===== src/pipe5_defs.svh =====
`ifndef PIPE5_DEFS_SVH
`define PIPE5_DEFS_SVH

// Architectural register address width, x0..x31
`define REG_ADDR_W 5

// Instruction word width of the base integer set
`define XLEN 32

// Stimulus lines in the pattern file, one per clock cycle
`define PATTERN_COUNT 40

`endif

===== src/pipe5_types_pkg.sv =====
`default_nettype none

package pipe5_types_pkg;

    // Source of an execute-stage operand
    typedef enum logic [1:0] {
        // Value read from the register file in decode
        NO_FWD = 2'd0,
        // Result sitting in the memory stage
        FWD_M  = 2'd1,
        // Result sitting in writeback
        FWD_W  = 2'd2
    } fwd_sel_e;

    // When an instruction's result becomes available
    typedef enum logic [1:0] {
        // No register write at all
        PROD_NONE = 2'd0,
        // Result ready at the end of execute
        PROD_ALU  = 2'd1,
        // Loads and CSR reads, ready only after memory
        PROD_LATE = 2'd2
    } producer_e;

endpackage

`default_nettype wire


===== src/rv32i_types_pkg.sv =====
`default_nettype none

`include "pipe5_defs.svh"

package rv32i_types_pkg;

    // Major opcodes the hazard logic needs to tell apart
    typedef enum logic [6:0] {
        LOAD   = 7'b0000011,
        OP_IMM = 7'b0010011,
        AUIPC  = 7'b0010111,
        STORE  = 7'b0100011,
        OP     = 7'b0110011,
        LUI    = 7'b0110111,
        BRANCH = 7'b1100011,
        JALR   = 7'b1100111,
        JAL    = 7'b1101111,
        SYSTEM = 7'b1110011
    } rv32i_opcode_e;

    // Register-register layout
    // I, U and J words share the rd and opcode positions
    typedef struct packed {
        logic [6:0]             funct7;
        logic [`REG_ADDR_W-1:0] rs2;
        logic [`REG_ADDR_W-1:0] rs1;
        logic [2:0]             funct3;
        logic [`REG_ADDR_W-1:0] rd;
        rv32i_opcode_e          opcode;
    } rv32i_r_view_t;

    // Store and branch layout
    // The low immediate bits sit where other formats keep rd
    typedef struct packed {
        logic [6:0]             imm_hi;
        logic [`REG_ADDR_W-1:0] rs2;
        logic [`REG_ADDR_W-1:0] rs1;
        logic [2:0]             funct3;
        logic [`REG_ADDR_W-1:0] imm_lo;
        rv32i_opcode_e          opcode;
    } rv32i_sb_view_t;

    // One instruction word, two readings of the same bits
    typedef union packed {
        rv32i_r_view_t  r_view;
        rv32i_sb_view_t sb_view;
    } rv32i_insn_u;

endpackage

`default_nettype wire


===== src/pipe5_hazard_top.sv =====
`timescale 1ns/1ns
`default_nettype none

`include "pipe5_defs.svh"

module pipe5_hazard_top (
    input  wire logic                         clk,
    input  wire logic                         reset,
    input  wire rv32i_types_pkg::rv32i_insn_u d_insn,
    input  wire logic                         d_valid,
    input  wire logic                         f_busy,
    input  wire logic                         x_busy,
    input  wire logic                         m_busy,
    input  wire logic                         mispredict_m,
    output logic                              pc_en,
    output logic                              fd_stall,
    output logic                              dx_stall,
    output logic                              xm_stall,
    output logic                              mw_stall,
    output logic                              fd_flush,
    output logic                              dx_flush,
    output logic                              xm_flush,
    output logic                              mw_flush,
    output pipe5_types_pkg::fwd_sel_e         bypass_rs1,
    output pipe5_types_pkg::fwd_sel_e         bypass_rs2
);

    import pipe5_types_pkg::*;

    // Decode-stage fields
    logic [`REG_ADDR_W-1:0] rs1_d;
    logic [`REG_ADDR_W-1:0] rs2_d;
    logic [`REG_ADDR_W-1:0] rd_d;
    producer_e              prod_d;
    logic                   uses_rs1_d;
    logic                   uses_rs2_d;
    logic                   jump_d;
    logic                   branch_d;

    // In-flight state seen by the hazard checks
    logic [`REG_ADDR_W-1:0] rd_x;
    producer_e              prod_x;
    logic [`REG_ADDR_W-1:0] rs1_x;
    logic [`REG_ADDR_W-1:0] rs2_x;
    logic [`REG_ADDR_W-1:0] rd_m;
    logic                   jump_m;
    logic                   branch_m;
    logic [`REG_ADDR_W-1:0] rd_w;

    pipe5_insn_decode u_decode (
        .d_insn     (d_insn),
        .d_valid    (d_valid),
        .rs1_d      (rs1_d),
        .rs2_d      (rs2_d),
        .rd_d       (rd_d),
        .prod_d     (prod_d),
        .uses_rs1_d (uses_rs1_d),
        .uses_rs2_d (uses_rs2_d),
        .jump_d     (jump_d),
        .branch_d   (branch_d)
    );

    // Records advance under the stall and flush this cycle computes
    pipe5_dest_tracker u_tracker (
        .clk      (clk),
        .reset    (reset),
        .d_valid  (d_valid),
        .rs1_d    (rs1_d),
        .rs2_d    (rs2_d),
        .rd_d     (rd_d),
        .prod_d   (prod_d),
        .jump_d   (jump_d),
        .branch_d (branch_d),
        .dx_stall (dx_stall),
        .dx_flush (dx_flush),
        .xm_stall (xm_stall),
        .xm_flush (xm_flush),
        .mw_stall (mw_stall),
        .mw_flush (mw_flush),
        .rd_x     (rd_x),
        .prod_x   (prod_x),
        .rs1_x    (rs1_x),
        .rs2_x    (rs2_x),
        .rd_m     (rd_m),
        .jump_m   (jump_m),
        .branch_m (branch_m),
        .rd_w     (rd_w)
    );

    pipe5_hazard_forwarding_unit u_hazard (
        .rs1_d        (rs1_d),
        .rs2_d        (rs2_d),
        .uses_rs1_d   (uses_rs1_d),
        .uses_rs2_d   (uses_rs2_d),
        .rd_x         (rd_x),
        .prod_x       (prod_x),
        .rs1_x        (rs1_x),
        .rs2_x        (rs2_x),
        .rd_m         (rd_m),
        .jump_m       (jump_m),
        .branch_m     (branch_m),
        .rd_w         (rd_w),
        .f_busy       (f_busy),
        .x_busy       (x_busy),
        .m_busy       (m_busy),
        .mispredict_m (mispredict_m),
        .pc_en        (pc_en),
        .fd_stall     (fd_stall),
        .dx_stall     (dx_stall),
        .xm_stall     (xm_stall),
        .mw_stall     (mw_stall),
        .fd_flush     (fd_flush),
        .dx_flush     (dx_flush),
        .xm_flush     (xm_flush),
        .mw_flush     (mw_flush),
        .bypass_rs1   (bypass_rs1),
        .bypass_rs2   (bypass_rs2)
    );

endmodule

`default_nettype wire


===== src/pipe5_hazard_forwarding_unit.sv =====
`timescale 1ns/1ns
`default_nettype none

`include "pipe5_defs.svh"

module pipe5_hazard_forwarding_unit (
    input  wire logic                   [`REG_ADDR_W-1:0] rs1_d,
    input  wire logic                   [`REG_ADDR_W-1:0] rs2_d,
    input  wire logic                   uses_rs1_d,
    input  wire logic                   uses_rs2_d,
    input  wire logic                   [`REG_ADDR_W-1:0] rd_x,
    input  wire pipe5_types_pkg::producer_e prod_x,
    input  wire logic                   [`REG_ADDR_W-1:0] rs1_x,
    input  wire logic                   [`REG_ADDR_W-1:0] rs2_x,
    input  wire logic                   [`REG_ADDR_W-1:0] rd_m,
    input  wire logic                   jump_m,
    input  wire logic                   branch_m,
    input  wire logic                   [`REG_ADDR_W-1:0] rd_w,
    input  wire logic                   f_busy,
    input  wire logic                   x_busy,
    input  wire logic                   m_busy,
    input  wire logic                   mispredict_m,
    output logic                        pc_en,
    output logic                        fd_stall,
    output logic                        dx_stall,
    output logic                        xm_stall,
    output logic                        mw_stall,
    output logic                        fd_flush,
    output logic                        dx_flush,
    output logic                        xm_flush,
    output logic                        mw_flush,
    output pipe5_types_pkg::fwd_sel_e   bypass_rs1,
    output pipe5_types_pkg::fwd_sel_e   bypass_rs2
);

    import pipe5_types_pkg::*;

    logic raw_hazard;
    logic ctl_hazard;

    // Load-use or CSR-use: the value exists only after M, so no bypass can cover it
    // x0 is never a real dependency
    assign raw_hazard = (rd_x != '0) && (prod_x == PROD_LATE)
                        && ((uses_rs1_d && rd_x == rs1_d)
                            || (uses_rs2_d && rd_x == rs2_d));

    // Redirect resolved in M, everything younger is on the wrong path
    assign ctl_hazard = jump_m || (branch_m && mispredict_m);

    // Youngest producer wins, M before W
    always_comb begin
        if (rs1_x == rd_m && rd_m != '0) begin
            bypass_rs1 = FWD_M;
        end else if (rs1_x == rd_w && rd_w != '0) begin
            bypass_rs1 = FWD_W;
        end else begin
            bypass_rs1 = NO_FWD;
        end
    end

    always_comb begin
        if (rs2_x == rd_m && rd_m != '0) begin
            bypass_rs2 = FWD_M;
        end else if (rs2_x == rd_w && rd_w != '0) begin
            bypass_rs2 = FWD_W;
        end else begin
            bypass_rs2 = NO_FWD;
        end
    end

    // Stall and flush, highest priority first
    always_comb begin
        pc_en    = 1'b1;
        fd_stall = 1'b0;
        dx_stall = 1'b0;
        xm_stall = 1'b0;
        mw_stall = 1'b0;
        fd_flush = 1'b0;
        dx_flush = 1'b0;
        xm_flush = 1'b0;
        mw_flush = 1'b0;
        if (ctl_hazard) begin
            // PC keeps running to pick up the redirect target
            fd_flush = 1'b1;
            dx_flush = 1'b1;
            xm_flush = 1'b1;
        end else if (m_busy) begin
            // Whole pipe freezes, W held so its bypass stays valid
            fd_stall = 1'b1;
            dx_stall = 1'b1;
            xm_stall = 1'b1;
            mw_stall = 1'b1;
            pc_en    = 1'b0;
        end else if (x_busy) begin
            // Multicycle op in X, M and W drain behind a bubble
            fd_stall = 1'b1;
            dx_stall = 1'b1;
            xm_flush = 1'b1;
            pc_en    = 1'b0;
        end else if (raw_hazard) begin
            // Hold the consumer in D one cycle, producer moves on to M
            fd_stall = 1'b1;
            dx_flush = 1'b1;
            pc_en    = 1'b0;
        end else if (f_busy) begin
            // Fetch not ready, feed a bubble downstream
            fd_flush = 1'b1;
            pc_en    = 1'b0;
        end
    end

    // Stall and flush on one register are contradictory
    // A frozen PC must be matched by a held or killed fetch slot
    always_comb begin
        assert (!(fd_stall && fd_flush) && !(dx_stall && dx_flush)
                && !(xm_stall && xm_flush) && !(mw_stall && mw_flush))
            else $error("hazard: register stalled and flushed together");
        assert (pc_en || fd_stall || fd_flush)
            else $error("hazard: pc held without fd stall or flush");
    end

endmodule

`default_nettype wire


===== src/pipe5_dest_tracker.sv =====
`timescale 1ns/1ns
`default_nettype none

`include "pipe5_defs.svh"

module pipe5_dest_tracker (
    input  wire logic                   clk,
    input  wire logic                   reset,
    input  wire logic                   d_valid,
    input  wire logic [`REG_ADDR_W-1:0] rs1_d,
    input  wire logic [`REG_ADDR_W-1:0] rs2_d,
    input  wire logic [`REG_ADDR_W-1:0] rd_d,
    input  wire pipe5_types_pkg::producer_e prod_d,
    input  wire logic                   jump_d,
    input  wire logic                   branch_d,
    input  wire logic                   dx_stall,
    input  wire logic                   dx_flush,
    input  wire logic                   xm_stall,
    input  wire logic                   xm_flush,
    input  wire logic                   mw_stall,
    input  wire logic                   mw_flush,
    output logic [`REG_ADDR_W-1:0]      rd_x,
    output pipe5_types_pkg::producer_e  prod_x,
    output logic [`REG_ADDR_W-1:0]      rs1_x,
    output logic [`REG_ADDR_W-1:0]      rs2_x,
    output logic [`REG_ADDR_W-1:0]      rd_m,
    output logic                        jump_m,
    output logic                        branch_m,
    output logic [`REG_ADDR_W-1:0]      rd_w
);

    import pipe5_types_pkg::*;

    logic valid_x;
    logic jump_x;
    logic branch_x;
    logic valid_m;
    logic valid_w;

    // Execute record, fed from decode
    // An empty decode slot enters as a bubble
    always_ff @(posedge clk) begin
        if (reset || (!dx_stall && (dx_flush || !d_valid))) begin
            valid_x  <= 1'b0;
            rd_x     <= '0;
            prod_x   <= PROD_NONE;
            rs1_x    <= '0;
            rs2_x    <= '0;
            jump_x   <= 1'b0;
            branch_x <= 1'b0;
        end else if (!dx_stall) begin
            valid_x  <= 1'b1;
            rd_x     <= rd_d;
            prod_x   <= prod_d;
            rs1_x    <= rs1_d;
            rs2_x    <= rs2_d;
            jump_x   <= jump_d;
            branch_x <= branch_d;
        end
    end

    // Memory record, only what the hazard checks still need
    always_ff @(posedge clk) begin
        if (reset || (!xm_stall && xm_flush)) begin
            valid_m  <= 1'b0;
            rd_m     <= '0;
            jump_m   <= 1'b0;
            branch_m <= 1'b0;
        end else if (!xm_stall) begin
            valid_m  <= valid_x;
            rd_m     <= rd_x;
            jump_m   <= jump_x;
            branch_m <= branch_x;
        end
    end

    // Writeback record, destination only for the W bypass
    always_ff @(posedge clk) begin
        if (reset || (!mw_stall && mw_flush)) begin
            valid_w <= 1'b0;
            rd_w    <= '0;
        end else if (!mw_stall) begin
            valid_w <= valid_m;
            rd_w    <= rd_m;
        end
    end

    // Bubbles carry no destination anywhere down the pipe
    assert property (@(posedge clk) disable iff (reset) !valid_x |-> rd_x == '0);
    assert property (@(posedge clk) disable iff (reset) !valid_m |-> rd_m == '0);
    assert property (@(posedge clk) disable iff (reset) !valid_w |-> rd_w == '0);

endmodule

`default_nettype wire


===== src/pipe5_insn_decode.sv =====
`timescale 1ns/1ns
`default_nettype none

`include "pipe5_defs.svh"

module pipe5_insn_decode (
    input  wire rv32i_types_pkg::rv32i_insn_u d_insn,
    input  wire logic                         d_valid,
    output logic [`REG_ADDR_W-1:0]            rs1_d,
    output logic [`REG_ADDR_W-1:0]            rs2_d,
    output logic [`REG_ADDR_W-1:0]            rd_d,
    output pipe5_types_pkg::producer_e        prod_d,
    output logic                              uses_rs1_d,
    output logic                              uses_rs2_d,
    output logic                              jump_d,
    output logic                              branch_d
);

    import rv32i_types_pkg::*;
    import pipe5_types_pkg::*;

    rv32i_opcode_e    opcode;
    logic             writes_rd;
    logic             known_op;
    logic [`XLEN-1:0] insn_bits;

    // Opcode lives in the same low bits for every format
    assign opcode    = d_insn.r_view.opcode;
    assign insn_bits = d_insn;

    // Instruction class
    always_comb begin
        writes_rd  = 1'b0;
        known_op   = 1'b1;
        prod_d     = PROD_NONE;
        uses_rs1_d = 1'b1;
        uses_rs2_d = 1'b0;
        jump_d     = 1'b0;
        branch_d   = 1'b0;
        case (opcode)
            LOAD: begin
                writes_rd = 1'b1;
                prod_d    = PROD_LATE;
            end
            STORE: begin
                uses_rs2_d = 1'b1;
            end
            OP: begin
                writes_rd  = 1'b1;
                prod_d     = PROD_ALU;
                uses_rs2_d = 1'b1;
            end
            OP_IMM: begin
                writes_rd = 1'b1;
                prod_d    = PROD_ALU;
            end
            BRANCH: begin
                uses_rs2_d = 1'b1;
                branch_d   = 1'b1;
            end
            JAL: begin
                writes_rd  = 1'b1;
                prod_d     = PROD_ALU;
                uses_rs1_d = 1'b0;
                jump_d     = 1'b1;
            end
            JALR: begin
                writes_rd = 1'b1;
                prod_d    = PROD_ALU;
                jump_d    = 1'b1;
            end
            LUI, AUIPC: begin
                writes_rd  = 1'b1;
                prod_d     = PROD_ALU;
                uses_rs1_d = 1'b0;
            end
            // CSR access returns its value late like a load
            SYSTEM: begin
                writes_rd = 1'b1;
                prod_d    = PROD_LATE;
            end
            default: begin
                known_op   = 1'b0;
                uses_rs1_d = 1'b0;
            end
        endcase
    end

    // Source fields sit at the same bits in every format
    assign rs1_d = d_insn.r_view.rs1;
    assign rs2_d = d_insn.r_view.rs2;

    // imm_lo of an S/B word overlays rd and only real writers expose it
    assign rd_d = writes_rd ? d_insn.r_view.rd : '0;

    // Environment must never present a valid slot with garbage in it
    always_comb begin
        if (d_valid) begin
            assert (known_op && !$isunknown(insn_bits))
                else $error("decode: valid word %h has unknown opcode", insn_bits);
        end
    end

endmodule

`default_nettype wire


===== config.mk =====
export PLATFORM = sky130hd
export DESIGN_NAME = pipe5_hazard_top
export DESIGN_NICKNAME = d
export VERILOG_FILES = /design/src/pipe5_types_pkg.sv /design/src/rv32i_types_pkg.sv /design/src/pipe5_hazard_top.sv /design/src/pipe5_hazard_forwarding_unit.sv /design/src/pipe5_dest_tracker.sv /design/src/pipe5_insn_decode.sv
export VERILOG_INCLUDE_DIRS = /design/src
export SDC_FILE = /design/constraint.sdc
export NUM_CORES = 1
export LEC_CHECK = 0
export BUFFER_PORTS_ARGS = -buffer_cell sky130_fd_sc_hd__buf_4
export CORE_ASPECT_RATIO = 1.75
export CORE_MARGIN = 2
export CORE_UTILIZATION = 57
export CTS_CLUSTER_DIAMETER = 200
export DETAILED_ROUTE_END_ITERATION = 8
export GPL_TIMING_DRIVEN = 0
export PLACE_DENSITY = 0.95
export SYNTH_ARGS = -nofsm -noshare
export SYNTH_HDL_FRONTEND = slang
export SYNTH_HIERARCHICAL = 1
export SYNTH_SLANG_ARGS = --single-unit

===== constraint.sdc =====
create_clock -name clk -period 3.5 [get_ports clk]
set_input_delay 0.35 -clock clk [delete_from_list [all_inputs] [get_ports clk]]
set_output_delay 0.35 -clock clk [all_outputs]
set_load 0.02 [all_outputs]

==> results of run 1 <==
## logic make-up (layout without fill, tap and decap cells)
logic type | Yosys count | after routing | synth area share
AOI/OAI and AO/OA | 48 | 48 | 0.134
xor gates and xnor gates | 30 | 30 | 0.130
and+or+nand+nor | 95 | 95 | 0.328
buffers and inverters | 34 | 72 | 0.0981
other | 1 | 1 | 0.00186
DFF | 31 | 31 | 0.308
## state kept, by name, summed over array words and instances (netlist names)
signal	count
u_tracker/branch_m	1
u_tracker/branch_x	1
u_tracker/jump_m	1
u_tracker/jump_x	1
u_tracker/prod_x	2
u_tracker/rd_m	5
u_tracker/rd_w	5
u_tracker/rd_x	5
u_tracker/rs1_x	5
u_tracker/rs2_x	5
## report_power, final
group | internal, uW | total [uW] | switching [uW]
Sequential | 357 | 361 | 4.61
Combinational | 52.3 | 107 | 55.1
Clock | 230 | 367 | 137
Total | 639 | 836 | 197
## cell type report
| class | instances | area, um^2 | share of cell area |
|---|---|---|---|
| Tap cell | 45 | 56.3 | 0.0233 |
| Buffer | 25 | 164 | 0.0679 |
| Clock inverter | 2 | 35.0 | 0.0145 |
| Sequential cell | 31 | 621 | 0.257 |
| Multi-Input combinational cell | 174 | 1200 | 0.496 |
| Inverter | 9 | 33.8 | 0.0140 |
| Timing Repair Buffer | 30 | 225 | 0.0933 |
| Clock buffer | 6 | 82.6 | 0.0342 |
## cell usage in the layout, fill, tap and decap left out, types with 2 or more instances in the layout
master	netlist	final
or3b_1	8	8
nand4bb_1	19	19
nor4_2	4	4
xor2_1	14	14
inv_1	9	9
a21oi_1	34	34
xnor2_1	16	16
clkbuf_1	3	3
nand3_1	2	2
nor2_1	4	4
nand4_1	2	2
nand2_1	37	37
a31oi_1	5	5
nor3_1	2	2
buf_6	2	2
a21o_1	2	2
or3b_2	4	4
buf_1	2	2
buf_4	13	43
dfxtp_1	31	31
o21ai_1	2	2
or4_1	4	4
buf_2	5	5
clkbuf_8	0	6
## routing by layer
layer	vias to the layer above	wire, um	global-route usage
met2	64	2900	0.538
met5	-	0	0
li1	905	-	-
met4	0	170	0.166
met1	872	1680	0.247
met3	14	208	0.0432
## worst max path at each step
stage / start / endpoint / slack (ps)
2_1_floorplan: d_insn[4] / u_tracker/rd_x[0] / 1060
3_3_place_gp: d_insn[4] / u_tracker/rd_x[3] / 680
3_5_place_dp: d_insn[4] / u_tracker/rs2_x[1] / 550
4_1_cts: d_insn[4] / dx_flush / 640
5_1_grt: d_insn[4] / dx_flush / 350
6_report: d_insn[4] / dx_flush / 600
## worst max-delay path: stages
cell	delay, ps
buf_4	130
nand2b_1	170
a2111oi_0	520
nand2_1	100
o22ai_1	240
o2111ai_2	220
o21ai_1	560
buf_4	260
## stage by stage
step	cells	power (uW)
after CTS	322	834
after global routing	322	859
after detailed placement	314	475
after global placement	314	471
after floorplan	239	434
final	322	836
==> metrics.md, run 1 <==
| Metric | Value |
|---|---|
| CTS Buffer Depth | 2 |
| Largest net degree at the start of global routing | 12 |
| Number of synthesized flops with an enable pin | 0 |
| Critical Path Fanout Max | 11 |
| Slew Limit Fails | 0 |
| H-tree depth | 2 |
| Post-CTS Resized | 0 |
| LEAKAGE | 0.000988 uW |
| Cell row count | 28 |
| WHS Path Cells | 2 |
| GRT Total Usage | 0.267 |
| Pre-CTS WS | 545 ps |
| First-pass GRT wire length | just over 8000 um |
| Status | finished clean |
| Root Buffer | clkbuf_8 |
| #FFs+latches synth | 31 |
| CTS clk-pin slew, worst paths | 70 ps |
| Beginning of the worst hold path | reset |
| Final worst-path cycle share | 0.828 |
| Filler cell count | 269 |
| WL/cell | 15.4 um |
| Flop2flop setup slack | approximately 960 ps |
| Final min period | 2900 ps |
| GRT overflow | 0 |
| Max Cap Viol | 0 |
| Most used DFF post-synth | dfxtp_1 |
| Final Util | 0.711 |
| Post-CTS setup buffer count | 0 |
| Mapped Area | between 2000 and 2500 um^2 |
| Setup Skew | between 5 and 6 ps |
| Synth Area per Inst | between 8 and 9 um^2 |
| Post-synth top area share | 0.308 |
| Max Freq | 345 MHz |
| Drt total wl | 4960 um |
| Worst-margin pin slew | ~630 ps |
| Worst r2r dst | u_tracker/rs1_x[3] |
| End of the worst hold path | u_tracker/rd_w[4] |
| Syn nets | 278 |
| Layout cell share with drive strength beyond 1 | 0.253 |
| Rel. slew slack | 0.575 |
| Fin Setup TNS | 0 ps |
| Placed Area | 2300 um^2 |
| Initial Util | 0.593 |
| I/O pins | 52 |
| Syn Inst Count | roughly 240 |
| Fin Hold WS | ~250 ps |
| Num CTS Buffers | 5 |
| PnR worst setup slack | 601 ps |
| N_diodes | 0 |
| DR iter-0 viols | 63 |
| Hold-fix buffers at CTS | 0 |
| RR Startpoint | u_tracker/rd_x[4] |
| Drt drc | 0 |
| Placer congestion estimate | 0.897 |
| Area grow syn2layout | 19.8% |
| Sequential area share after synthesis | 0.308 |
| Leading cell type by number of instances after synthesis | nand2_1 |
| Yosys warning count | 6 |
| Die Y-Extent | 82.7 um |
| Unrepaired setup endpoints after global routing | false |
| Final net count | 315 |
| CTS tree | yes |
| Antenna violations before repair | 0 |
| Crit path arrival time | 2550 ps |
| Vias/cell | 5.76 |
| Die footprint | 4050 um^2 |
| Worst EP required | 3150 ps |
| Crit end category | output port |
| Largest cells by area after synthesis | dfxtp_1 (31%), nand4bb_1 (11%), a21oi_1 (8.4%) |
| CTS Sinks | 31 |
| Number of global-route vias before repair | 1,867 |
| Port bufs | 30 |
| Core box area | 3400 um^2 |
| Leading area contributor after synthesis | dfxtp_1 |
| Final setup fails | 0 |
| First-pass DRT Iterations | 5 |
| Worst IR drop on VDD | 0.325 mV |
| Final Hold Violating Endpoints | 0 |
| Post-synth ARST share | 0 |
| Crit path kind | in -> out |
| Post-route cell area | 2410 um^2 |
| Element type at the critical path start | input pin |
| Top post-synthesis cells by count | nand2_1 (37), a21oi_1 (34), dfxtp_1 (31) |
| Post-detail-place hpwl | about 3800 um |
| Post-synth cell types | 38 |
| Routed via count | 1,855 |
| Hold Crit Class | in -> reg |
| FF-to-FF path depth | 8 |
| Chip width | 49.0 um |
| Worst-Skew Late Latency | 290 ps |
| Pwr dens | 346 nW/um^2 |
| Routed Antenna Nets | 0 |
Power figures use the tool's default switching activity.
==> run 2: changes to the inputs <==
--- a/config.mk
+++ b/config.mk
@@ -6,14 +6,15 @@
 export SDC_FILE = /design/constraint.sdc
 export NUM_CORES = 1
 export LEC_CHECK = 0
+export ABC_AREA = 1
 export BUFFER_PORTS_ARGS = -buffer_cell sky130_fd_sc_hd__buf_4
 export CORE_ASPECT_RATIO = 1.75
 export CORE_MARGIN = 2
-export CORE_UTILIZATION = 57
+export CORE_UTILIZATION = 54
 export CTS_CLUSTER_DIAMETER = 200
 export DETAILED_ROUTE_END_ITERATION = 8
 export GPL_TIMING_DRIVEN = 0
-export PLACE_DENSITY = 0.95
+export PLACE_DENSITY = 0.91
 export SYNTH_ARGS = -nofsm -noshare
 export SYNTH_HDL_FRONTEND = slang
 export SYNTH_HIERARCHICAL = 1
==> constraint.sdc (replaced) <==
create_clock -name clk -period 2.8 [get_ports clk]
set_input_delay 0.28 -clock clk [delete_from_list [all_inputs] [get_ports clk]]
set_output_delay 0.28 -clock clk [all_outputs]
set_load 0.02 [all_outputs]
==> run 2 against run 1 <==
Sequential cell count did not move; core utilization fell by 5.6 points; sequential share of layout area fell by 1.2 points; global-route usage fell by 2.6 points; register-to-register slack improved by 30 ps; clock skew fell by 2.0 ps; worst hold slack improved by 110 ps; die area rose by 12%; via count rose by 8.7%; synthesized area rose by 7.1%.
==> metrics.md, run 2 <==
| Metric | Value |
|---|---|
| Core box area | 3870 um^2 (+14%) |
| Antenna violations before repair | 0 (unchanged) |
| Post-route cell area | 2530 um^2 (+4.9%) |
| Max Freq | 512 MHz |
| Final setup fails | 0 (unchanged) |
| Placed Area | 2440 um^2 (+6.4%) |
| Post-detail-place hpwl | 3890 um (+2.6%) |
| CTS tree | yes |
| Commonest non-fill, non-tap cell in the layout | nand2_1 |
| Wl on met1 | 1650 um (-1.8%) |
| Layout cell share with drive strength beyond 1 | 0.249 (-0.00407) |
| Placer congestion estimate | 0.919 (+2.4%) |
| Die Y-Extent | 87.7 um (+6.0%) |
| Post-synth cell types | 29 (-24%) |
| Unrepaired setup endpoints after global routing | false |
| Crit path kind | in -> out |
| DR iter-0 viols | 55 (-13%) |
| Hold-fix buffers at CTS | 0 (unchanged) |
| Number of synthesized flops with an enable pin | 0 (unchanged) |
| WL/cell | 11.6 um (-25%) |
| GRT overflow | 0 (unchanged) |
| Layout Cells excl Fill | 414 (+29%) |
| Cell row count | 30 (+7.1%) |
| Final min period | 1950 ps |
| Worst EP required | 2520 ps (-630 ps) |
| Initial Util | 0.559 (-0.0346) |
| Fin Setup TNS | 0 ps (unchanged) |
| Pwr dens | 384 nW/um^2 (+11%) |
| H-tree depth | 2 (unchanged) |
| Final Hold Violating Endpoints | 0 (unchanged) |
| Die footprint | 4540 um^2 (+12%) |
| Yosys warning count | 6 (unchanged) |
| Routed Antenna Nets | 0 (unchanged) |
| Synth Area per Inst | 6.56 um^2 (-22%) |
| DR WL met2 | 2820 um (-2.9%) |
| Post-synth ARST share | 0 (unchanged) |
| Syn Inst Count | 329 (+38%) |
| Post-CTS Resized | 0 (unchanged) |
| N_diodes | 0 (unchanged) |
| Drt total wl | 4800 um (-3.3%) |
| Leading cell type by number of instances after synthesis | nand2_1 |
| Worst-Skew Late Latency | 290 ps (about the same) |
| Number of global-route vias before repair | 2,001 (+7.2%) |
| Drt drc | 0 (unchanged) |
| Port bufs | 30 (unchanged) |
| Setup Skew | 3.50 ps (-2.00 ps) |
| Leading area contributor after synthesis | dfxtp_1 |
| Hold Crit Class | in -> reg |
| I/O pins | 52 (unchanged) |
| Multi-input combinational cell area | 1220 um^2 (+1.6%) |
| Syn nets | 368 (+32%) |
| Final net count | 405 (+29%) |
| Worst-margin pin slew | 615 ps (-17.7 ps) |
| Chip width | 51.8 um (+5.8%) |
| Most used DFF post-synth | dfxtp_1 |
| Cells after DPL | 407 (+30%) |
| Rel. slew slack | 0.587 (+0.0119) |
| Element type at the critical path start | input pin |
| Critical Path Fanout Max | 3 (-8) |
| FF+latch area | 621 um^2 (unchanged) |
| CTS Buffer Depth | 2 (unchanged) |
| Max Cap Viol | 0 (unchanged) |
| Status | finished clean |
| First-pass DRT Iterations | 4 (-1) |
| Top sig layer | met4 |
| Top post-synthesis cells by count | nand2_1 (87), nor2_1 (45), inv_1 (40) |
| Crit path arrival time | 1670 ps (-880 ps) |
| Most frequent cells in the layout | nand2_1 (87), nor2_1 (45), buf_4 (43) |
| CTS clk-pin slew, worst paths | 60 ps (about the same) |
| Met3 wire len | 149 um (-28%) |
| Power, Total | 973 uW (+16%) |
| Largest net degree at the start of global routing | 11 (-1) |
| Post-CTS setup buffer count | 0 (unchanged) |
| Sequential area share after synthesis | 0.287 (-0.0205) |
| Largest cells by area after synthesis | dfxtp_1 (29%), nand2_1 (15%), nor2_1 (7.8%) |
| Num CTS Buffers | 5 (unchanged) |
| LEAKAGE | 0.00114 uW (+16%) |
| First-pass GRT wire length | 8130 um (-0.17%) |
| Final Util | 0.655 (-0.0556) |
| #FFs+latches synth | 31 (unchanged) |
| CTS Sinks | 31 (unchanged) |
| Post-synth top area share | 0.287 (-0.0205) |
| Final worst-path cycle share | 0.698 |
| Area grow syn2layout | 17.3% |
| Routed via count | 2,016 (+8.7%) |
| Filler cell count | 334 (+24%) |
| Worst IR drop on VDD | 0.345 mV (+6.3%) |
| Slew Limit Fails | 0 (unchanged) |
| GRT Total Usage | 0.241 (-0.0262) |
| Crit end category | output port |
| Root Buffer | clkbuf_8 |
| Mapped Area | 2160 um^2 (+7.1%) |
| Vias/cell | 4.87 (-15%) |
-- run 2: worst paths after layout --
path | start | endpoint | slack [ps] | cells past startpoint
setup / recovery | d_insn[4] | dx_flush | 850 | 13
hold / removal | d_insn[24] | u_tracker/rs2_x[4] | 350 | 4
setup reg to reg | u_tracker/rd_x[1] | u_tracker/rd_x[3] | 990 | 14
hold reg to reg | u_tracker/jump_x | u_tracker/jump_m | 540 | 3
-- run 2: layout make-up --
class / instances / share of cell area
clock buffer: 6 / 0.0326
sequential: 31 / 0.245
inverter: 47 / 0.0697
buffer: 19 / 0.0578
tap: 48 / 0.0237
multi-input combinational: 232 / 0.480
timing repair buffer: 30 / 0.0889
clock inverter: 1 / 0.00198
-- run 2: kinds of logic after synthesis --
| kind of cell | after synthesis | share of synthesized area |
|---|---|---|
| buf+inv | 66 | 0.149 |
| simple gates | 192 | 0.416 |
| xor+xnor | 20 | 0.0811 |
| other cells | 1 | 0.00174 |
| compound gates | 19 | 0.0643 |
| flops | 31 | 0.287 |
-- run 2: metrics by stage --
| stage | setup WS (ps) | hold slack (ps) |
|---|---|---|
| 2_1_floorplan | 787 | 499 |
| 3_3_place_gp | 692 | 508 |
| 3_5_place_dp | 653 | 535 |
| 4_1_cts | 873 | 351 |
| 5_1_grt | 728 | 362 |
| 6_report | 846 | 355 |
-- run 2: report_power, final --
group          internal (uW)  switching, uW
logic                   75.7           89.2
clock network            192            159
registers                448           8.77
-- run 2: metal layers --
metal  vias up  GRT usage
li1       1041          -
met1       912      0.214
met2        47      0.481
met3        16     0.0427
met4         0      0.136
met5         -          0
-- run 2: critical path, cell delays in order --
cell and delay (ps):
buf_4 120, inv_1 60, nand2_2 70, nor2_2 110, nand2_2 80, a21oi_1 170
nand2_1 80, nor2_1 100, nand3_1 120, nand2_2 110, nand2_1 50, o21ai_1 150
buf_4 170
